==> config.mk <==
export PLATFORM = sky130hd
export DESIGN_NAME = disp_stats_regs_flat
export DESIGN_NICKNAME = d
export VERILOG_FILES = /design/src/hw/nts_disp_pkg.sv /design/src/hw/rx_word_if.sv /design/src/hw/disp_stats_regs.sv /design/src/flat_wrapper.sv
export SDC_FILE = /design/constraint.sdc
export NUM_CORES = 1
export LEC_CHECK = 0
export BUFFER_PORTS_ARGS = -buffer_cell sky130_fd_sc_hd__buf_2
export CELL_PAD_IN_SITES_DETAIL_PLACEMENT = 0
export CELL_PAD_IN_SITES_GLOBAL_PLACEMENT = 2
export CORE_MARGIN = 2
export CORE_UTILIZATION = 44
export DETAILED_ROUTE_END_ITERATION = 10
export PLACE_DENSITY = 0.88
export SKIP_CTS_REPAIR_TIMING = 1
export SYNTH_ARGS = -nofsm -noshare
export SYNTH_HDL_FRONTEND = slang
export SYNTH_SLANG_ARGS = --single-unit
==> constraint.sdc <==
create_clock -name i_clk -period 54.4 [get_ports i_clk]
set_input_delay 10.88 -clock i_clk [delete_from_list [all_inputs] [get_ports i_clk]]
set_output_delay 10.88 -clock i_clk [all_outputs]
set_load 0.01 [all_outputs]
==> src/hw/nts_disp_pkg.sv <==
// --------------------
// NTS dispatcher shared widths, API map,
// core identity and buffer states
// --------------------
package nts_disp_pkg;

  localparam int DATA_W     = 64;
  localparam int MASK_W     = 8;
  localparam int BUF_ADDR_W = 8;
  localparam int BUF_DEPTH  = 1 << BUF_ADDR_W;
  localparam int API_ADDR_W = 12;
  localparam int API_DATA_W = 32;

  typedef logic [DATA_W-1:0]     data_word_t;
  typedef logic [MASK_W-1:0]     mask_t;
  typedef logic [BUF_ADDR_W-1:0] buf_addr_t;
  typedef logic [API_ADDR_W-1:0] api_addr_t;
  typedef logic [API_DATA_W-1:0] api_data_t;
  typedef logic [63:0]           stat_count_t;
  typedef logic [3:0]            byte_count_t; // 0 to 8 bytes

  // --------------------
  // API register map
  // --------------------
  localparam api_addr_t ADDR_NAME0              = 12'h000;
  localparam api_addr_t ADDR_NAME1              = 12'h001;
  localparam api_addr_t ADDR_VERSION            = 12'h002;
  localparam api_addr_t ADDR_DUMMY              = 12'h003;
  localparam api_addr_t ADDR_BYTES_RX_MSB       = 12'h00a;
  localparam api_addr_t ADDR_BYTES_RX_LSB       = 12'h00b;
  localparam api_addr_t ADDR_CNT_FRAMES_MSB     = 12'h020;
  localparam api_addr_t ADDR_CNT_FRAMES_LSB     = 12'h021;
  localparam api_addr_t ADDR_CNT_GOOD_MSB       = 12'h022;
  localparam api_addr_t ADDR_CNT_GOOD_LSB       = 12'h023;
  localparam api_addr_t ADDR_CNT_BAD_MSB        = 12'h024;
  localparam api_addr_t ADDR_CNT_BAD_LSB        = 12'h025;
  localparam api_addr_t ADDR_CNT_DISPATCHED_MSB = 12'h026;
  localparam api_addr_t ADDR_CNT_DISPATCHED_LSB = 12'h027;
  localparam api_addr_t ADDR_LAST               = 12'hfff;

  localparam logic [63:0] CORE_NAME     = 64'h4e54_532d_4449_5350; // "NTS-DISP"
  localparam logic [31:0] CORE_VERSION  = 32'h302e_3032;           // "0.02"
  localparam api_data_t   END_SIGNATURE = 32'hf005_ba11;

  // Statistics counter slots
  localparam int STAT_FRAMES     = 0;
  localparam int STAT_GOOD       = 1;
  localparam int STAT_BAD        = 2;
  localparam int STAT_DISPATCHED = 3;
  localparam int STAT_BYTES      = 4;
  localparam int NUM_STATS       = 5;

  // Output states must stay at the top of the encoding
  typedef enum logic [2:0] {
    EMPTY, HAS_DATA, RECEIVED, OUT_READY, OUT_START, OUT_STREAM, OUT_LAST, OUT_DONE
  } buf_state_t;

endpackage

==> src/hw/rx_word_if.sv <==
`timescale 1ns/1ns
// --------------------
// One pre-processed receive word
// --------------------
interface rx_word_if
  import nts_disp_pkg::*;
();

  mask_t       valid_mask; // Raw MAC mask
  data_word_t  word;       // Left-aligned data
  byte_count_t nbytes;
  logic        sof;
  logic        good;
  logic        bad;

  modport source (output valid_mask, word, nbytes, sof, good, bad);

  modport sink (input valid_mask, word, nbytes, sof, good, bad);

endinterface

==> src/hw/disp_stats_regs.sv <==
`timescale 1ns/1ns
// --------------------
// Statistics counters and API register decoder
// --------------------
module disp_stats_regs
  import nts_disp_pkg::*;
(
  input  logic      i_clk,
  input  logic      i_areset,
  rx_word_if.sink   i_rx,
  input  logic      i_rd_start_seen,
  input  logic      i_api_cs,
  input  logic      i_api_we,
  input  api_addr_t i_api_address,
  input  api_data_t i_api_write_data,
  output api_data_t o_api_read_data
);

  stat_count_t            cnt     [NUM_STATS];
  api_data_t              cnt_lsb [NUM_STATS]; // Low half at last MSB read
  stat_count_t            inc     [NUM_STATS];
  logic [NUM_STATS-1:0]   lsb_we;
  api_data_t              dummy;
  api_data_t              read_data;

  always_comb
  begin
    inc[STAT_FRAMES]     = stat_count_t'(i_rx.sof);
    inc[STAT_GOOD]       = stat_count_t'(i_rx.good);
    inc[STAT_BAD]        = stat_count_t'(i_rx.bad);
    inc[STAT_DISPATCHED] = stat_count_t'(i_rd_start_seen);
    inc[STAT_BYTES]      = stat_count_t'(i_rx.nbytes);
  end

  always_ff @(posedge i_clk or posedge i_areset)
  begin
    if (i_areset)
    begin
      dummy <= '0;
      for (int i = 0; i < NUM_STATS; i++)
      begin
        cnt[i]     <= '0;
        cnt_lsb[i] <= '0;
      end
    end
    else
    begin
      for (int i = 0; i < NUM_STATS; i++)
      begin
        cnt[i] <= cnt[i] + inc[i];
        if (lsb_we[i])
          cnt_lsb[i] <= cnt[i][31:0];
      end
      if (i_api_cs && i_api_we && (i_api_address == ADDR_DUMMY))
        dummy <= i_api_write_data;
    end
  end

  // --------------------
  // Read decoder
  // --------------------
  always_comb
  begin
    read_data = '0;  // Unmapped reads as zero
    lsb_we    = '0;
    if (i_api_cs && !i_api_we)
    begin
      case (i_api_address)
        ADDR_NAME0:   read_data = CORE_NAME[63:32];
        ADDR_NAME1:   read_data = CORE_NAME[31:0];
        ADDR_VERSION: read_data = CORE_VERSION;
        ADDR_DUMMY:   read_data = dummy;
        ADDR_BYTES_RX_MSB:
        begin
          read_data          = cnt[STAT_BYTES][63:32];
          lsb_we[STAT_BYTES] = 1'b1;
        end
        ADDR_BYTES_RX_LSB: read_data = cnt_lsb[STAT_BYTES];
        ADDR_CNT_FRAMES_MSB:
        begin
          read_data           = cnt[STAT_FRAMES][63:32];
          lsb_we[STAT_FRAMES] = 1'b1;
        end
        ADDR_CNT_FRAMES_LSB: read_data = cnt_lsb[STAT_FRAMES];
        ADDR_CNT_GOOD_MSB:
        begin
          read_data         = cnt[STAT_GOOD][63:32];
          lsb_we[STAT_GOOD] = 1'b1;
        end
        ADDR_CNT_GOOD_LSB: read_data = cnt_lsb[STAT_GOOD];
        ADDR_CNT_BAD_MSB:
        begin
          read_data        = cnt[STAT_BAD][63:32];
          lsb_we[STAT_BAD] = 1'b1;
        end
        ADDR_CNT_BAD_LSB: read_data = cnt_lsb[STAT_BAD];
        ADDR_CNT_DISPATCHED_MSB:
        begin
          read_data               = cnt[STAT_DISPATCHED][63:32];
          lsb_we[STAT_DISPATCHED] = 1'b1;
        end
        ADDR_CNT_DISPATCHED_LSB: read_data = cnt_lsb[STAT_DISPATCHED];
        ADDR_LAST:               read_data = END_SIGNATURE;
        default: ;
      endcase
    end
  end

  assign o_api_read_data = read_data;

endmodule

==> src/flat_wrapper.sv <==
// flat-port wrapper written by rule: the top's interface ports become plain ports
module disp_stats_regs_flat import nts_disp_pkg::*;
  (i_clk, i_areset, i_rd_start_seen, i_api_cs, i_api_we, i_api_address, i_api_write_data, o_api_read_data, i_rx_valid_mask, i_rx_word, i_rx_nbytes, i_rx_sof, i_rx_good, i_rx_bad);
  rx_word_if i_rx_i ();
  input  logic i_clk;
  input  logic i_areset;
  input  logic i_rd_start_seen;
  input  logic i_api_cs;
  input  logic i_api_we;
  input  api_addr_t i_api_address;
  input  api_data_t i_api_write_data;
  output api_data_t o_api_read_data;
  input wire logic [$bits(i_rx_i.valid_mask)-1:0] i_rx_valid_mask;
  input wire logic [$bits(i_rx_i.word)-1:0] i_rx_word;
  input wire logic [$bits(i_rx_i.nbytes)-1:0] i_rx_nbytes;
  input wire logic [$bits(i_rx_i.sof)-1:0] i_rx_sof;
  input wire logic [$bits(i_rx_i.good)-1:0] i_rx_good;
  input wire logic [$bits(i_rx_i.bad)-1:0] i_rx_bad;
  assign i_rx_i.valid_mask = i_rx_valid_mask;
  assign i_rx_i.word = i_rx_word;
  assign i_rx_i.nbytes = i_rx_nbytes;
  assign i_rx_i.sof = i_rx_sof;
  assign i_rx_i.good = i_rx_good;
  assign i_rx_i.bad = i_rx_bad;
  disp_stats_regs u_core (.i_clk(i_clk), .i_areset(i_areset), .i_rx(i_rx_i), .i_rd_start_seen(i_rd_start_seen), .i_api_cs(i_api_cs), .i_api_we(i_api_we), .i_api_address(i_api_address), .i_api_write_data(i_api_write_data), .o_api_read_data(o_api_read_data));
endmodule
; Word-level counts from Yosys, hierarchy flattened
; Cells that the tools add are included.
[totals]
mem_bits_ro = 0
ff_bits = 512
ram_bits = 0
input_bits = 128
n_memories = 0
latch_bits = 0
[classes]
mux = 8
magnitude_cmp = 0
bitwise = 0
n_mul = 0
eq_ne = 14
shift = 0
reduce_logical = 5
div = 0
n_addsub = 5
[op_table]
columns = op, count
row1 = one-hot mux 32 bit (15 select lines), 1
row2 = adder 64 x 1 -> 64 bit, 4
row3 = "equality test 12 x 6 -> 1 bit, second input constant", 8
row4 = adder 64 x 4 -> 64 bit, 1
row5 = 2-to-1 mux 32 bit, 1
row6 = "equality test 12 x 2 -> 1 bit, second input constant", 2
row7 = "equality test 12 x 4 -> 1 bit, second input constant", 2
row8 = "equality test 12 x 1 -> 1 bit, second input constant", 1
row9 = "equality test 12 bit, second input constant", 1
row10 = logical NOT 12 bit, 1
row11 = 2-to-1 mux 1 bit, 5
row12 = 2-to-1 mux 5 bit, 1
row13 = logical AND 1 bit, 3
row14 = logical NOT 1 bit, 1

; Depth between registers and ports, before layout
[depth]
word_depth = 3
ltp_mapped = 9
mapped_depth_nobuf = 7

; Least setup slack after synthesis
; Ideal clock, no wire load.
[synth_path]
path_kind = input port to output port
start = input i_api_address[9]
end = output o_api_read_data[28]
slack_ns = 30.789
cell_stages = 7
arrival_time_ns = 12.731
required_time_ns = 43.520
cell_sequence = or4_1 > buf_2 > or2_1 > buf_2 > nor3_2 > a222oi_1 > a41oi_1
[synth_via]
elab_chain_len = 3
elab_cells_between_ends = 17
cone_classes = eq/ne: 14 / mux: 2 / reduce/logical: 1
[synth_lines]
columns = item, line
row1 = start: declaration, flat_wrapper.sv:10  ; input api_addr_t i_api_address;
row2 = equality test 12 bit (tied with other cells), disp_stats_regs.sv:68  ; case (i_api_address)
row3 = one-hot mux 32 bit (15 select lines) (*), disp_stats_regs.sv:68
row4 = 2-to-1 mux 32 bit (*), disp_stats_regs.sv:66  ; if (i_api_cs && !i_api_we)
row5 = end: declaration, flat_wrapper.sv:12  ; output api_data_t o_api_read_data;
; Mark *: on every way between the ends. The rest lies on a longest branch, timed or not.

; Worst setup path in the final report
[layout_path]
start = input i_api_address[1]
end = output o_api_read_data[28]
; Same word-level chain as after synthesis.

==> results.txt <==
Measured in cells, the most critical reg-to-reg path has a length of 5. Leaving out fill and tap cells, the most frequent cell in the layout is sky130_fd_sc_hd__dfrtp_1. Dividing the synthesized area by the synthesized cell count gives 11.12 µm². In the final routing, the length of wire on met1 measures 34580 µm. Across the run, the number of max-cap violations was 0. The sink count of the clock tree came out at 512.

Static leakage: 12.82 nW. Signal routing reaches up to met5. Setup repair after global routing left no endpoint under its margin.

In the layout the commonest cells are sky130_fd_sc_hd__dfrtp_1, sky130_fd_sc_hd__mux2_2, sky130_fd_sc_hd__nand2_1, sky130_fd_sc_hd__xnor2_1, sky130_fd_sc_hd__nand3_1. The number of synthesized register bits is 512, and the worst supply voltage drop on vdd is 0.02553 mV. The number of global-route vias before repair was 18280; the remaining antenna violation count was 0.

For this block, the initial DRC count from the detailed router was 1911. Synthesis produced a netlist whose cell count is 2238. The average wire per cell in the routed design is 24.30 µm. Cells with a size suffix above 1 make up 18.53% of the layout. Counting along the longest clock path gives a buffer depth of 3. The hold path endpoint was u_core.cnt[319]$_DFF_PP0_. The run gives 4816 µm as the sum of met3 wire segment lengths after detailed routing. The synthesized netlist contains 73 unique library cells. In this run the clock root is driven by a sky130_fd_sc_hd__clkbuf_16. Adding up every negative setup slack in the final design gives 0 ns. In this run the critical register-to-register path is launched from u_core.cnt[68]$_DFF_PP0_. The routed wire length on met2 came out at 33840 µm. The logs give 18.80% for the worst relative slew slack and 51.52 ns for the register-to-register setup slack. The worst hold path belongs to the class reg2reg. The run gives 0.01281 mm² as the combined flip-flop and latch cell area. The critical path in this run is classified as in2out.

The number of cells on the worst hold path is 1. The startpoint identified for the worst hold timing path is u_core.cnt[319]$_DFF_PP0_. Summing every instance area after synthesis gives 0.02488 mm². Area growth from synthesis to layout: 12.60%. For the worst path arrival time, the log shows 14.46 ns. The first global-routing pass estimated 116600 µm of wire. Global routing finished with a remaining overflow of 0. The boundary pin count was 160. The chip height was 241.8 µm; the number of enable-type register cells in the synthesized netlist was 0. The async set-reset flop share out of synthesis works out to 100.0%.

The repair_antennas step left the layout with diodes totalling 0. The routed design could run at a clock period as short as 25.34 ns. Port buffering added 87 buffers. The width of the die works out to 241.8 µm. The worst-path maximum fanout works out to 58.

The worst setup path is captured at a primary output. Entering global routing, the biggest net connects 169 pins. The run finished with clean final reports.

The worst path uses 46.58% of the clock period. For this run, design rule violations remaining after detail routing come to 0. The number of warnings reported in the yosys synthesis log is 0. After filler insertion, the fill cell instance count of the layout stands at 5181. The routed design has 76070 µm of wire.

Initial antenna violation count: 1. The starting utilization of the core area is 44.29%. For the worst-skew pair, the clock arrives at the later sink with an insertion delay of 0.62 ns. Of the synthesized area, sequential elements account for 51.50%. TritonCTS built the clock tree. Cells fill 49.88% of the core in the end.

The tools report the detailed-route via count as 18480. The run gives 2 as the maximum level of the CTS H-tree. The congestion estimate from routability-driven global placement came to 0.9955. For the pin with the worst max-slew slack, the measured transition is 1.215 ns.

The overall routing resource usage was 26.12%; the average vias per placed instance was 5.904. For the number of endpoints failing setup at the final stage, the log shows 0. The multi-input combinational cells in the finished layout cover a total of 0.01152 mm². Clock tree synthesis inserted a total of 56 buffers.

The number of nets in the synthesized netlist is 2379. In this run the power density over the cells is 30.43 mW/mm². The hold violation count in the final report was 0; the final max-slew violation count was 0. The number of detailed-routing iterations run before antenna repair was 5. The floorplan step defined a die boundary enclosing 0.05846 mm². The floorplan has 87 rows. The tools report the nature of the critical path startpoint as an input port. STA puts the critical path data required time at 43.52 ns. The maximum clock frequency is 0.03946 GHz. The placeable core area is 0.05617 mm², and the clock-pin slew on the worst setup and hold paths is 0.06 ns.

In the synthesized netlist the dominant register cell turns out to be sky130_fd_sc_hd__dfrtp_1. The post-detailed-placement half-perimeter wirelength was 55770 µm. The end of the worst register-to-register path was u_core.cnt[127]$_DFF_PP0_. The net count of the finished layout is 2467.

Between clock sinks in the finished design, the worst skew comes to 0.02547 ns.
## worst max-delay path by stage
| stage | from | endpoint | slack (ns) | depth (start not counted) |
|---|---|---|---|---|
| 2_1_floorplan | i_areset | u_core.cnt[0]$_DFF_PP0_ | 29.22 | 1 |
| 3_3_place_gp | i_api_address[1] | o_api_read_data[28] | 29.16 | 7 |
| 3_5_place_dp | i_api_address[1] | o_api_read_data[28] | 29.21 | 7 |
| 4_1_cts | i_api_address[1] | o_api_read_data[28] | 29.20 | 7 |
| 5_1_grt | i_api_address[1] | o_api_read_data[28] | 28.99 | 7 |
| 6_report | i_api_address[1] | o_api_read_data[28] | 29.06 | 7 |
## flip-flops by register name (all words and copies together) (netlist names)
| register | count |
|---|---|
| u_core.cnt_lsb | 160 |
| u_core.cnt | 320 |
| u_core.dummy | 32 |
## final cells by class
| cell class | count | area share (%) |
|---|---|---|
| Timing Repair Buffer | 116 | 2.394 |
| Tap cell | 756 | 3.377 |
| Clock buffer | 85 | 6.003 |
| Clock inverter | 21 | 0.6297 |
| Inverter | 52 | 0.7235 |
| Sequential cell | 512 | 45.73 |
| Multi-Input combinational cell | 1588 | 41.14 |
## cell usage after synthesis, types with 48 or more instances
master	number	area, µm²
sky130_fd_sc_hd__nand2_1	184	690.7
sky130_fd_sc_hd__mux2_2	186	2095
sky130_fd_sc_hd__clkbuf_1	58	217.7
sky130_fd_sc_hd__nand4_1	90	563.0
sky130_fd_sc_hd__nor3_1	83	415.4
sky130_fd_sc_hd__nand3_1	138	690.7
sky130_fd_sc_hd__nor4_1	48	300.3
sky130_fd_sc_hd__xnor2_1	176	1541
sky130_fd_sc_hd__xor2_1	133	1165
sky130_fd_sc_hd__nor2_1	129	484.2
sky130_fd_sc_hd__inv_1	51	191.4
sky130_fd_sc_hd__dfrtp_1	512	12810
## worst max-delay path, cell delays in order
cell	delay, ns
sky130_fd_sc_hd__buf_4	0.63
sky130_fd_sc_hd__and2_1	0.73
sky130_fd_sc_hd__nand2_1	0.35
sky130_fd_sc_hd__nor3_2	0.89
sky130_fd_sc_hd__a222oi_1	0.41
sky130_fd_sc_hd__a41oi_1	0.34
sky130_fd_sc_hd__buf_2	0.18
## metal layers
layer / vias up / global-route usage (%)
met5: - / 0
met4: 2 / 9.150
met3: 130 / 4.007
met2: 610 / 39.49
met1: 9491 / 38.26
li1: 8247 / -
## cell families after synthesis
family                     synth area share, %
AOI/OAI and AO/OA                        5.497
xor gates and xnor gates                 10.88
adders and majority gates               0.6840
buffers and inverters                    2.268
DFF                                      51.50
muxes                                    12.40
and+or+nand+nor                          16.78
## per-stage QoR
stage	hold WS [ns]	instance area [µm²]	total power [mW]	std cells	setup WS [ns]
4_1_cts	0.4679	28010	0.8599	3130	29.20
3_5_place_dp	0.4600	26160	0.4764	3024	29.21
5_1_grt	0.5011	28010	0.8851	3130	28.99
3_3_place_gp	0.4552	26160	0.4733	3024	29.16
6_report	0.4707	28010	0.8526	3130	29.06
2_1_floorplan	0.4372	24880	0.4544	2238	29.22
## power breakdown
| group | leakage (nW) | internal [mW] | switching (mW) |
|---|---|---|---|
| Combinational | 4.98 | 0.0201 | 0.0357 |
| Sequential | 6.91 | 0.395 | 0.0181 |
| Clock | 0.927 | 0.223 | 0.161 |
| Total | 12.8 | 0.638 | 0.214 |
Note: power is estimated with default switching activity, not from simulation.
