===== src/hw/nts_disp_pkg.sv =====
// --------------------
// NTS dispatcher shared widths, API map,
// core identity and buffer states
// --------------------
package nts_disp_pkg;

  localparam int DATA_W     = 64;
  localparam int MASK_W     = 8;
  localparam int BUF_ADDR_W = 8;
  localparam int BUF_DEPTH  = 1 << BUF_ADDR_W;
  localparam int API_ADDR_W = 12;
  localparam int API_DATA_W = 32;

  typedef logic [DATA_W-1:0]     data_word_t;
  typedef logic [MASK_W-1:0]     mask_t;
  typedef logic [BUF_ADDR_W-1:0] buf_addr_t;
  typedef logic [API_ADDR_W-1:0] api_addr_t;
  typedef logic [API_DATA_W-1:0] api_data_t;
  typedef logic [63:0]           stat_count_t;
  typedef logic [3:0]            byte_count_t; // 0 to 8 bytes

  // --------------------
  // API register map
  // --------------------
  localparam api_addr_t ADDR_NAME0              = 12'h000;
  localparam api_addr_t ADDR_NAME1              = 12'h001;
  localparam api_addr_t ADDR_VERSION            = 12'h002;
  localparam api_addr_t ADDR_DUMMY              = 12'h003;
  localparam api_addr_t ADDR_BYTES_RX_MSB       = 12'h00a;
  localparam api_addr_t ADDR_BYTES_RX_LSB       = 12'h00b;
  localparam api_addr_t ADDR_CNT_FRAMES_MSB     = 12'h020;
  localparam api_addr_t ADDR_CNT_FRAMES_LSB     = 12'h021;
  localparam api_addr_t ADDR_CNT_GOOD_MSB       = 12'h022;
  localparam api_addr_t ADDR_CNT_GOOD_LSB       = 12'h023;
  localparam api_addr_t ADDR_CNT_BAD_MSB        = 12'h024;
  localparam api_addr_t ADDR_CNT_BAD_LSB        = 12'h025;
  localparam api_addr_t ADDR_CNT_DISPATCHED_MSB = 12'h026;
  localparam api_addr_t ADDR_CNT_DISPATCHED_LSB = 12'h027;
  localparam api_addr_t ADDR_LAST               = 12'hfff;

  localparam logic [63:0] CORE_NAME     = 64'h4e54_532d_4449_5350; // "NTS-DISP"
  localparam logic [31:0] CORE_VERSION  = 32'h302e_3032;           // "0.02"
  localparam api_data_t   END_SIGNATURE = 32'hf005_ba11;

  // Statistics counter slots
  localparam int STAT_FRAMES     = 0;
  localparam int STAT_GOOD       = 1;
  localparam int STAT_BAD        = 2;
  localparam int STAT_DISPATCHED = 3;
  localparam int STAT_BYTES      = 4;
  localparam int NUM_STATS       = 5;

  // Output states must stay at the top of the encoding
  typedef enum logic [2:0] {
    EMPTY, HAS_DATA, RECEIVED, OUT_READY, OUT_START, OUT_STREAM, OUT_LAST, OUT_DONE
  } buf_state_t;

endpackage


===== src/hw/rx_word_if.sv =====
`timescale 1ns/1ns
// --------------------
// One pre-processed receive word
// --------------------
interface rx_word_if
  import nts_disp_pkg::*;
();

  mask_t       valid_mask; // Raw MAC mask
  data_word_t  word;       // Left-aligned data
  byte_count_t nbytes;
  logic        sof;
  logic        good;
  logic        bad;

  modport source (output valid_mask, word, nbytes, sof, good, bad);

  modport sink (input valid_mask, word, nbytes, sof, good, bad);

endinterface


===== src/hw/rx_frontend.sv =====
`timescale 1ns/1ns
// --------------------
// MAC receive front end: aligns the last word,
// counts its bytes and detects start of frame
// --------------------
module rx_frontend
  import nts_disp_pkg::*;
(
  input  logic       i_clk,
  input  logic       i_areset,
  input  mask_t      i_rx_data_valid,
  input  data_word_t i_rx_data,
  input  logic       i_rx_good_frame,
  input  logic       i_rx_bad_frame,
  rx_word_if.source  o_rx
);

  mask_t       prev_mask;
  logic        contiguous;
  byte_count_t nbytes;

  // All ones, so a word already in flight at start-up is not a sof
  always_ff @(posedge i_clk or posedge i_areset)
  begin
    if (i_areset)
      prev_mask <= '1;
    else
      prev_mask <= i_rx_data_valid;
  end

  // Low ones only, i.e. mask & (mask+1) is zero
  assign contiguous = (i_rx_data_valid & mask_t'(i_rx_data_valid + 1'b1)) == '0;

  assign nbytes = contiguous ? byte_count_t'($countones(i_rx_data_valid)) : '0;

  // --------------------
  // Byte alignment
  // --------------------
  // Valid bytes move to the top lanes, matching the rest of the frame
  always_comb
  begin
    if (contiguous)
      o_rx.word = i_rx_data << (8 * (MASK_W - int'(nbytes))); // Zero mask gives zero
    else
      o_rx.word = i_rx_data;
  end

  assign o_rx.valid_mask = i_rx_data_valid;
  assign o_rx.nbytes     = nbytes;
  assign o_rx.sof        = (prev_mask == '0) && (i_rx_data_valid == '1); // Idle then full word
  assign o_rx.good       = i_rx_good_frame;
  assign o_rx.bad        = i_rx_bad_frame;

  // The MAC only ever sends low-aligned masks
  a_mask_contiguous : assert property (
    @(posedge i_clk) disable iff (i_areset)
    contiguous
  ) else $error("rx_frontend: non-contiguous byte mask %b", i_rx_data_valid);

endmodule


===== src/flat_wrapper.sv =====
// flat-port wrapper written by rule: the top's interface ports become plain ports
module rx_frontend_flat import nts_disp_pkg::*;
  (i_clk, i_areset, i_rx_data_valid, i_rx_data, i_rx_good_frame, i_rx_bad_frame, o_rx_valid_mask, o_rx_word, o_rx_nbytes, o_rx_sof, o_rx_good, o_rx_bad);
  rx_word_if o_rx_i ();
  input  logic i_clk;
  input  logic i_areset;
  input  mask_t i_rx_data_valid;
  input  data_word_t i_rx_data;
  input  logic i_rx_good_frame;
  input  logic i_rx_bad_frame;
  output wire logic [$bits(o_rx_i.valid_mask)-1:0] o_rx_valid_mask;
  output wire logic [$bits(o_rx_i.word)-1:0] o_rx_word;
  output wire logic [$bits(o_rx_i.nbytes)-1:0] o_rx_nbytes;
  output wire logic [$bits(o_rx_i.sof)-1:0] o_rx_sof;
  output wire logic [$bits(o_rx_i.good)-1:0] o_rx_good;
  output wire logic [$bits(o_rx_i.bad)-1:0] o_rx_bad;
  assign o_rx_valid_mask = o_rx_i.valid_mask;
  assign o_rx_word = o_rx_i.word;
  assign o_rx_nbytes = o_rx_i.nbytes;
  assign o_rx_sof = o_rx_i.sof;
  assign o_rx_good = o_rx_i.good;
  assign o_rx_bad = o_rx_i.bad;
  rx_frontend u_core (.i_clk(i_clk), .i_areset(i_areset), .i_rx_data_valid(i_rx_data_valid), .i_rx_data(i_rx_data), .i_rx_good_frame(i_rx_good_frame), .i_rx_bad_frame(i_rx_bad_frame), .o_rx(o_rx_i));
endmodule

===== config.mk =====
export PLATFORM = sky130hd
export DESIGN_NAME = rx_frontend_flat
export DESIGN_NICKNAME = d
export VERILOG_FILES = /design/src/hw/nts_disp_pkg.sv /design/src/hw/rx_word_if.sv /design/src/hw/rx_frontend.sv /design/src/flat_wrapper.sv
export SDC_FILE = /design/constraint.sdc
export NUM_CORES = 1
export LEC_CHECK = 0
export BUFFER_PORTS_ARGS = -buffer_cell sky130_fd_sc_hd__buf_2
export CAP_MARGIN = 20
export CORE_MARGIN = 2
export CORE_UTILIZATION = 50
export CTS_CLUSTER_DIAMETER = 30
export DETAILED_ROUTE_END_ITERATION = 12
export MAX_ROUTING_LAYER = met4
export PLACE_DENSITY_LB_ADDON = 0.25
export RECOVER_POWER = 100
export SYNTH_ARGS = -nofsm -noshare
export SYNTH_HDL_FRONTEND = slang
export SYNTH_SLANG_ARGS = --single-unit

===== constraint.sdc =====
create_clock -name i_clk -period 6.25 [get_ports i_clk]
set_input_delay 0.3125 -clock i_clk [delete_from_list [all_inputs] [get_ports i_clk]]
set_output_delay 0.3125 -clock i_clk [all_outputs]
set_load 0.01 [all_outputs]

Word level (Yosys, flattened, before mapping). Cells that the tools add are included.

Bits in registers: 8. Input port bits: 76. Output and inout bits: 79. Word-level logic and storage cells: 18.

$add $sub $neg: 9. Eq/ne operators: 1. Shifts and indexed selects: 1. Mux-type cells: 2. Bitwise logic cells: 1. Reductions and logical operators: 3.

Operator list (number): 64-bit 2-to-1 mux (1); 64-bit by 32-bit << shifter with 64-bit output (1); 8-bit logical NOT (2); 4-bit adder (3); 1-bit by 1-bit adder with 2-bit output (4); 8-bit by 1-bit adder with 8-bit output, second input constant (1); 8-bit bitwise AND (1); 8-bit equality test, second input constant (1); 4-bit by 4-bit subtractor with 5-bit output, first input constant (1); 4-bit 2-to-1 mux (1); 1-bit logical AND (1).

Logic depth before layout (Yosys ltp). Gate-level depths: netlist of the first run.

Depth in word-level cells: 7. Mapped depth: 18. Gate-level depth less buffers: 15.

Least setup slack after synthesis of the first run. No wires, ideal clock.

Path kind: input to output. Start: input port i_rx_data_valid[2]. End: output port o_rx_word[38]. Data arrival time: 4248 ps. Required time: 5938 ps. Path slack: 1690 ps. Stages: 15. Buffers on the path: 5. Cell sequence: ha_1 > fa_1 > ha_1 > inv_1 > a221oi_1 > and3_1 > buf_4 > inv_2 > buf_1 > ha_1 > clkbuf_1 > clkbuf_1 > clkbuf_1 > mux2_2 > o21ai_0.

Cells in the longest elaborated chain, start to end: 7. Elaborated cells between the ends (all ways): 10. Those cells by class: 5 x add/sub; 1 x shift; 2 x mux; 1 x bitwise; 1 x reduce/logical.

RTL lines: from (decl) (line flat_wrapper.sv:7) `input mask_t i_rx_data_valid;`; 1-bit by 1-bit adder with 2-bit output (implied by the code) / 8-bit by 1-bit adder with 8-bit output (equally long branches) (line rx_frontend.sv:34, rx_frontend.sv:32); 4-bit adder (implied by the code) / 8-bit bitwise AND (equally long branches) (line rx_frontend.sv:34, rx_frontend.sv:32); 4-bit adder (implied by the code) / 8-bit logical NOT (equally long branches) (line rx_frontend.sv:34, rx_frontend.sv:32); 4-bit 2-to-1 mux (line rx_frontend.sv:34) `assign nbytes = contiguous ? byte_count_t'($countones(i_rx_data_valid)) : '0;`; 4-bit by 4-bit subtractor with 5-bit output (line rx_frontend.sv:43) `o_rx.word = i_rx_data << (8 * (MASK_W - int'(nbytes)));`; 64-bit by 32-bit << shifter with 64-bit output (line rx_frontend.sv:43); 64-bit 2-to-1 mux (*) (line rx_frontend.sv:42) `if (contiguous)`; to (decl) (line flat_wrapper.sv:12) `output wire logic [$bits(o_rx_i.word)-1:0] o_rx_word;`.

Every way passes the cells marked *; elsewhere a longest branch is shown, timed or not.

Worst setup path after layout of the first run.
Start: input port i_rx_data_valid[5]. End: output port o_rx_word[8].

The elaborated chain is that of the path after synthesis.

==> flow_summary.json, run 1 <==
{
  "status": "finished, violations left",
  "failed_checks": "max-capacitance violations, max-slew violations",
  "start_kind": "primary input",
  "ys_seq_area_share_pct": 7.266,
  "avgSynthCellArea_um2": 9.213,
  "ir_drop_v": 0.0001057,
  "finalSetupTns_ns": 0,
  "finalHoldViolations": 0,
  "path_clk_slew_ns": 0.04,
  "place_inst": 502,
  "critPathMostFrequentCell": "ha_1",
  "area_growth_pct": 19.51,
  "dp_slack_ns": 1.126,
  "synth_top_family_by_area": "multiplexers",
  "syn_area_um2": 2893,
  "synth.area.mux_share_pct": 35.51,
  "routed_wl_mm": 9.316,
  "hold_path_startpoint": "i_rx_data_valid[2]",
  "synthTopCellsByArea": "mux4_2 23%, mux2i_1 8.7%, a22o_1 7.9%",
  "io_buffers": 150,
  "synthXorXnorAreaFrac_pct": 0.3028,
  "powerDensity_nw_per_um2": 112.5,
  "die_x_um": 80.06,
  "arrival_ns": 5.19,
  "switchingPower_uw": 169.9,
  "num_rows": 27,
  "die_height_um": 80.06,
  "wl_met1_mm": 3.772,
  "slew_headroom_pct": -24.38,
  "grt_max_degree": 59,
  "cts_buffers": 3,
  "syn_inst": 314,
  "grt_pass1_vias": 3056,
  "ys_ff_latch": 8,
  "hpwlAfterDp_mm": 6.898,
  "crit_end": "o_rx_word[8]",
  "fin_crit_sh_pct": 87.97,
  "async_flop_share_pct": 100.0,
  "worstMarginPinSlew_ns": 1.866,
  "swShare_pct": 43.67,
  "ctsHoldBuffers": 0,
  "yosys.area_share.simple_pct": 13.41,
  "synthDistinctLibCells": 50,
  "top_level_ports": 155,
  "drt_pass1_iterations": 5,
  "slowest_stage": "nor3_1",
  "post-synth-top-area-fraction_pct": 23.36,
  "max_stage_delay_ns": 1.12,
  "final_max_slew_viol_count": 59,
  "comb_power_share_pct": 70.4,
  "clock_sinks": 8,
  "drive_gt1_share_pct": 33.03,
  "startpoint": "i_rx_data_valid[5]",
  "start_util_pct": 52.21,
  "worstPathCellList": "clkbuf_1 > ha_1 > fa_1 > ha_1 > inv_1 > a221oi_1 > and3_2 > inv_2 > ha_1 > buf_4 > nor3_1 > a22o_1 > clkbuf_1",
  "synth_area_leader_cell": "mux4_2",
  "synth_edf_count": 0,
  "drt_iter0_drc": 158,
  "p_seq_share_pct": 14.8,
  "worstPathRequired_ns": 5.94,
  "cts_root_buf": "clkbuf_8",
  "antenna_found_initial": 0,
  "nNetsFinal": 524,
  "cts_resized": 0,
  "gp_congestion": 0.8600,
  "dieArea_um2": 6410,
  "crit_type": "in2out",
  "post_cts_buffers": 0,
  "grt-ovfl-total": 0,
  "synthAdderAreaFrac_pct": 6.661,
  "drc": 0,
  "cap_violations": 1,
  "leakagePower_nw": 1.307,
  "clock.fmax_ghz": 0.1819,
  "internal_power_uw": 219.1,
  "routed-via-count": 3278,
  "viasPerCell": 6.491,
  "num_antenna_cells": 0,
  "dr.max_layer_used": "met4",
  "setup_viol": 0,
  "cp_max_fo": 37,
  "drtAntennaViolNets": 0,
  "wl_met2_mm": 4.557,
  "fillCellCount": 532,
  "wl_met3_um": 908,
  "synth_compound_area_share_pct": 26.51,
  "rsz0062_at_grt": "false",
  "grt_usage_pct": 29.10,
  "final.min_clock_period_ns": 5.498,
  "clkPwrFrac_pct": 14.8,
  "worst_slack_ns": 0.7518,
  "synth_flop_cell": "dfstp_2",
  "largest_register_ffs": 8,
  "top_register": "u_core.prev_mask",
  "cts_tree": "done",
  "core_um2": 5540,
  "synth_warnings": 0,
  "top_regs": "u_core.prev_mask x8",
  "wl_per_cell_um": 18.45,
  "layout.cells.non_filler": 505,
  "cts_htree_levels": 1,
  "hold_path.class": "in2reg",
  "clock_path_buffers": 2,
  "endpoint_kind": "primary output",
  "synthesis.nets": 403,
  "grt_pass1_wl_mm": 14.81
}
stage by stage:
step | util [%] | total power [mW] | cell area [um^2] | hold slack [ns]
finish | 62.40 | 0.3889 | 3457 | 0.2509
global placement | 63.66 | 0.3312 | 3527 | 0.4539
CTS | 64.41 | 0.3970 | 3568 | 0.2321
global route | 62.40 | 0.4213 | 3457 | 0.2511
floorplan | - | 0.2419 | 2893 | 0.3170
detailed placement | 63.66 | 0.3384 | 3527 | 0.4602
worst min-delay path by stage:
stage                                to  slack (ns)  cells past startpoint
floorplan           u_core.prev_mask[0]        0.32                      0
finish              u_core.prev_mask[2]        0.25                      1
detailed placement  u_core.prev_mask[2]        0.46                      1
CTS                 u_core.prev_mask[2]        0.23                      1
global placement    u_core.prev_mask[2]        0.45                      1
global route        u_core.prev_mask[7]        0.25                      1
cells in the mapped netlist, types with 2 or more instances:
library cell  count
o221ai_1          2
o21ai_1          13
o211ai_1          6
or3_1             2
and2_1           11
clkbuf_1         14
nor3_2            2
dfstp_2           8
nor2_1            4
buf_4            13
buf_6             3
buf_2             2
a2bb2oi_1         2
nand2b_1          2
mux2_2            9
inv_1            11
a32oi_1           8
mux4_2           30
a221oi_1          2
buf_12            2
fa_1              4
nand3_1          11
buf_1             4
nand2_1          34
a21oi_1           2
ha_1              9
o21ai_0          11
a22oi_1          22
a22o_1           26
mux2i_1          25
cells in the final DEF (no fill, tap or decap), types with 9 or more instances in the layout:
master / n
clkbuf_1: 70
mux2_2: 9
inv_1: 11
o21ai_0: 12
a22oi_1: 22
a22o_1: 26
nand3_1: 11
nand2_1: 34
buf_2: 81
ha_1: 9
mux4_2: 30
o21ai_1: 12
mux2i_1: 25
worst max-delay path: cells and delay by family:
kind,cells,cell delay [ns]
compound gates,2,0.53
buf+inv,5,1.11
fa+ha+maj,4,1.87
simple gates,2,1.35
power groups by stage:
stage / Clock [mW] / Sequential [mW] / Combinational, mW
after global placement: 0 / 0.0578 / 0.273
after floorplan: 0 / 0.0576 / 0.184
after global routing: 0.0611 / 0.0576 / 0.303
final: 0.0576 / 0.0574 / 0.274
after CTS: 0.0583 / 0.0575 / 0.281
after detailed placement: 0 / 0.0580 / 0.280
logic make-up after synthesis:
group,Yosys count
fa+ha+maj,13
mux,64
simple gates,76
compound gates,101
buf+inv,51
xor+xnor,1
flops,8
area by class of cell:
cell class	instances	area, um^2	area share [%]
tap	72	90.09	2.606
clock buffer	3	41.29	1.194
multi-input combinational	255	2375	68.69
inverter	12	45.04	1.303
timing repair buffer	155	695.7	20.12
sequential	8	210.2	6.080
layer usage:
layer / GRT usage (%) / vias to the layer above
met5: - / -
met4: 5.424 / 0
met3: 2.472 / 10
met2: 48.25 / 210
met1: 39.54 / 1568
li1: - / 1490
Power figures use the tool's default switching activity.
==> inputs of run 2 (changes only) <==
--- a/config.mk
+++ b/config.mk
@@ -5,7 +5,7 @@
 export SDC_FILE = /design/constraint.sdc
 export NUM_CORES = 1
 export LEC_CHECK = 0
-export BUFFER_PORTS_ARGS = -buffer_cell sky130_fd_sc_hd__buf_2
+export BUFFER_PORTS_ARGS = -buffer_cell sky130_fd_sc_hd__buf_4
 export CAP_MARGIN = 20
 export CORE_MARGIN = 2
 export CORE_UTILIZATION = 50
==> flow_summary.json, run 2 (same netlist as run 1, synthesis figures left out) <==
{
  "failed_checks": "max-capacitance violations, max-slew violations",
  "final.min_clock_period_ns": 5.378,
  "routed-via-count": 3332,
  "final_common_cell": "buf_4",
  "crit_type": "in2out",
  "cp_max_fo": 37,
  "arrival_ns": 5.07,
  "min_path_cells": 1,
  "cap_violations": 1,
  "ctsHoldBuffers": 0,
  "nNetsFinal": 525,
  "p_total_uw": 408.0,
  "routed_wl_mm": 9.793,
  "drive_gt1_share_pct": 34.33,
  "hpwlAfterDp_mm": 7.178,
  "top_level_ports": 155,
  "grt-ovfl-total": 0,
  "hold-worst-slack_ns": 0.2431,
  "top_regs": "u_core.prev_mask x8",
  "clock_path_buffers": 2,
  "worstMarginPinSlew_ns": 1.864,
  "die_height_um": 80.06,
  "core_um2": 5540,
  "start_util_pct": 52.21,
  "clock_sinks": 8,
  "wl_per_cell_um": 19.35,
  "final_max_slew_viol_count": 59,
  "die_x_um": 80.06,
  "start_kind": "primary input",
  "grt_usage_pct": 30.13,
  "drtAntennaViolNets": 0,
  "post_cts_buffers": 0,
  "slew_headroom_pct": -24.27,
  "largest_register_ffs": 8,
  "powerDensity_nw_per_um2": 110.7,
  "dp_slack_ns": 1.346,
  "grt_max_degree": 59,
  "layout_common_cells": "88 x buf_4, 66 x clkbuf_1, 34 x nand2_1",
  "cts_root_buf": "clkbuf_8",
  "top_register": "u_core.prev_mask",
  "drt_iter0_drc": 241,
  "io_buffers": 150,
  "finalSetupTns_ns": 0,
  "drt_pass1_iterations": 5,
  "path_clk_slew_ns": 0.04,
  "cts_tree": "done",
  "antenna_found_initial": 0,
  "finalHoldViolations": 0,
  "num_rows": 27,
  "fin_crit_sh_pct": 86.05,
  "gp_congestion": 0.9440,
  "drc": 0,
  "grt_pass1_wl_mm": 15.24,
  "rsz0062_at_grt": "false",
  "num_antenna_cells": 0,
  "hold_path_startpoint": "i_rx_data_valid[2]",
  "ir_drop_v": 0.00009146,
  "viasPerCell": 6.585,
  "area_growth_pct": 27.47,
  "worstPathRequired_ns": 5.94,
  "setup_viol": 0,
  "dieArea_um2": 6410,
  "grt_pass1_vias": 3108,
  "leakagePower_nw": 1.396,
  "worst_slack_ns": 0.8720,
  "min_to": "u_core.prev_mask[2]",
  "clock.fmax_ghz": 0.1859,
  "hold_path.class": "in2reg",
  "placed_area_um2": 3910,
  "cts_resized": 0,
  "cts_htree_levels": 1,
  "endpoint_kind": "primary output",
  "fin_area_um2": 3687,
  "status": "finished, violations left",
  "cts_buffers": 3
}
run 2: cell types whose count changed in the layout (fill, tap and decap cells not counted), moves of 2 or more:
cell / change
o21ai_0: +7
and2_1: +2
and2_0: -2
clkbuf_1: -4
o21ai_1: -7
buf_2: -81
buf_4: +85
run 2: worst max path at each step:
stage	to	depth (start not counted)	slack (ns)	start
CTS	o_rx_word[51]	14	1.35	i_rx_data_valid[2]
global route	o_rx_word[13]	14	0.53	i_rx_data_valid[3]
finish	o_rx_word[12]	14	0.87	i_rx_data_valid[3]
global placement	o_rx_word[50]	14	1.40	i_rx_data_valid[2]
detailed placement	o_rx_word[51]	14	1.35	i_rx_data_valid[2]
floorplan	o_rx_word[38]	15	1.69	i_rx_data_valid[2]
run 2: layer usage:
layer	GRT usage [%]	wire (um)
met1	40.16	4005
met2	49.75	4791
met3	3.596	891
met4	6.441	106
met5	-	0
run 2: area by class of cell:
| class | instances | area (um^2) |
|---|---|---|
| clock buffer | 3 | 41.29 |
| fill | 514 | 1853 |
| multi-input combinational | 255 | 2380 |
| tap | 72 | 90.09 |
| inverter | 12 | 45.04 |
| sequential | 8 | 210.2 |
| timing repair buffer | 156 | 920.9 |
run 2: report_power, final:
part	total (mW)	switching, mW	internal [mW]	leakage, nW
clock network	0.0596	0.0180	0.0415	0.0216
logic	0.291	0.154	0.137	1.29
registers	0.0574	0.000669	0.0567	0.0841
run 2: stage by stage:
| step | cells | utilization (%) |
|---|---|---|
| floorplan | 314 | - |
| global placement | 503 | 70.57 |
| detailed placement | 503 | 70.57 |
| CTS | 506 | 71.32 |
| global route | 506 | 66.55 |
| finish | 506 | 66.55 |
run 2: worst max-delay path: stages:
cell,delay (ns)
clkbuf_1,0.21
ha_1,0.30
fa_1,0.49
ha_1,0.39
inv_1,0.12
a221oi_1,0.21
and3_2,0.23
inv_2,0.13
ha_1,0.66
buf_4,0.44
o41ai_1,0.51
clkbuf_1,0.64
a22o_1,0.25
clkbuf_1,0.16
==> inputs of run 3 (changes only) <==
--- a/config.mk
+++ b/config.mk
@@ -8,7 +8,7 @@
 export BUFFER_PORTS_ARGS = -buffer_cell sky130_fd_sc_hd__buf_4
 export CAP_MARGIN = 20
 export CORE_MARGIN = 2
-export CORE_UTILIZATION = 50
+export CORE_UTILIZATION = 47
 export CTS_CLUSTER_DIAMETER = 30
 export DETAILED_ROUTE_END_ITERATION = 12
 export MAX_ROUTING_LAYER = met4
==> constraint.sdc (replaced) <==
create_clock -name i_clk -period 5.48 [get_ports i_clk]
set_input_delay 0.274 -clock i_clk [delete_from_list [all_inputs] [get_ports i_clk]]
set_output_delay 0.274 -clock i_clk [all_outputs]
set_load 0.01 [all_outputs]
==> flow_summary.json, run 3 (same netlist as run 1, synthesis figures left out) <==
{
  "setup_viol": 0,
  "clock_path_buffers": 2,
  "arrival_ns": 4.52,
  "start_kind": "primary input",
  "slew_headroom_pct": 36.09,
  "grt_pass1_wl_mm": 15.04,
  "layout.cells.non_filler": 512,
  "crit_type": "in2out",
  "fin_area_um2": 3749,
  "num_rows": 28,
  "final.min_clock_period_ns": 4.790,
  "path_clk_slew_ns": 0.04,
  "antenna_found_initial": 0,
  "swShare_pct": 41.96,
  "num_antenna_cells": 0,
  "placed_area_um2": 3936,
  "fin_crit_sh_pct": 87.41,
  "switchingPower_uw": 197.6,
  "worstPathRequired_ns": 5.21,
  "dp_slack_ns": 0.8800,
  "grt_max_degree": 59,
  "die_x_um": 82.45,
  "drtAntennaViolNets": 0,
  "area_growth_pct": 29.58,
  "grt_pass1_vias": 3072,
  "grt_usage_pct": 28.63,
  "nNetsFinal": 528,
  "top_regs": "u_core.prev_mask x8",
  "clkPwrFrac_pct": 14.1,
  "post_cts_buffers": 0,
  "clock_sinks": 8,
  "largest_register_ffs": 8,
  "hold_path.class": "in2reg",
  "drive_gt1_share_pct": 37.07,
  "drt_pass1_iterations": 4,
  "cp_max_fo": 26,
  "routed-via-count": 3284,
  "place_inst": 509,
  "final_common_cell": "buf_4",
  "cts_tree": "done",
  "cts_htree_levels": 1,
  "viasPerCell": 6.414,
  "wl_per_cell_um": 18.99,
  "comb_power_share_pct": 71.9,
  "die_height_um": 82.45,
  "final_max_slew_viol_count": 0,
  "status": "complete, no violations",
  "routed_wl_mm": 9.723,
  "top_level_ports": 155,
  "cap_violations": 0,
  "worstMarginPinSlew_ns": 0.9586,
  "layout_common_cells": "102 x buf_4, 55 x clkbuf_1, 34 x nand2_1",
  "cts_buffers": 3,
  "rsz0062_at_grt": "false",
  "hpwlAfterDp_mm": 7.288,
  "ctsHoldBuffers": 0,
  "drt_iter0_drc": 200,
  "finalHoldViolations": 0,
  "cts_resized": 0,
  "clock.fmax_ghz": 0.2088,
  "powerDensity_nw_per_um2": 125.6,
  "grt-ovfl-total": 0,
  "gp_congestion": 0.9898,
  "dieArea_um2": 6798,
  "finalSetupTns_ns": 0,
  "fillCellCount": 573,
  "io_buffers": 150,
  "p_seq_share_pct": 13.9,
  "core_um2": 5921,
  "internal_power_uw": 273.3,
  "min_path_cells": 1,
  "top_register": "u_core.prev_mask",
  "leakagePower_nw": 1.449,
  "endpoint_kind": "primary output",
  "cts_root_buf": "clkbuf_8",
  "ir_drop_v": 0.0001281,
  "start_util_pct": 48.86,
  "drc": 0,
  "worst_slack_ns": 0.6901
}
run 3: worst paths after layout:
kind | slack, ns | to | from
max in group asynchronous | 5.22 | u_core.prev_mask[3] | i_areset
min in group asynchronous | 0.23 | u_core.prev_mask[2] | i_areset
worst max-delay path | 0.69 | o_rx_word[39] | i_rx_data_valid[3]
worst min-delay path | 0.21 | u_core.prev_mask[2] | i_rx_data_valid[2]
run 3: area by class of cell:
type	instances	area [um^2]	share of cell area (%)
multi-input combinational	255	2374	63.32
tap	75	93.84	2.503
timing repair buffer	159	984.7	26.27
clock buffer	3	41.29	1.101
inverter	12	45.04	1.202
sequential	8	210.2	5.607
run 3: stage by stage:
stage | util, % | hold WS [ns] | power, mW
CTS | 67.18 | 0.1881 | 0.4948
global route | 63.31 | 0.2096 | 0.5066
global placement | 66.48 | 0.4167 | 0.4167
detailed placement | 66.48 | 0.4200 | 0.4258
finish | 63.31 | 0.2087 | 0.4710
floorplan | - | 0.2785 | 0.2759
run 3: worst max-delay path, cell delays in order:
cell,delay [ns]
clkbuf_1,0.23
ha_1,0.31
fa_1,0.48
ha_1,0.40
inv_1,0.13
a221oi_1,0.20
and3_2,0.23
inv_2,0.14
ha_1,0.48
clkbuf_2,0.44
nor3_2,0.66
a22oi_1,0.15
o32ai_1,0.19
clkbuf_1,0.19
run 3: per-layer routing:
layer  part of all wire [%]  vias up  GRT usage (%)
met1                     41     1606          40.21
met4                    1.7        0          5.667
met3                    7.8       14          2.174
met2                     49      166          45.73
li1                       -     1498              -
met5                      0        -              -
run 3: power groups by stage:
stage	clock network, mW	registers (mW)	logic [mW]
finish	0.0666	0.0655	0.339
global route	0.0722	0.0657	0.369
CTS	0.0681	0.0655	0.361
detailed placement	0	0.0661	0.360
global placement	0	0.0659	0.351
floorplan	0	0.0657	0.210
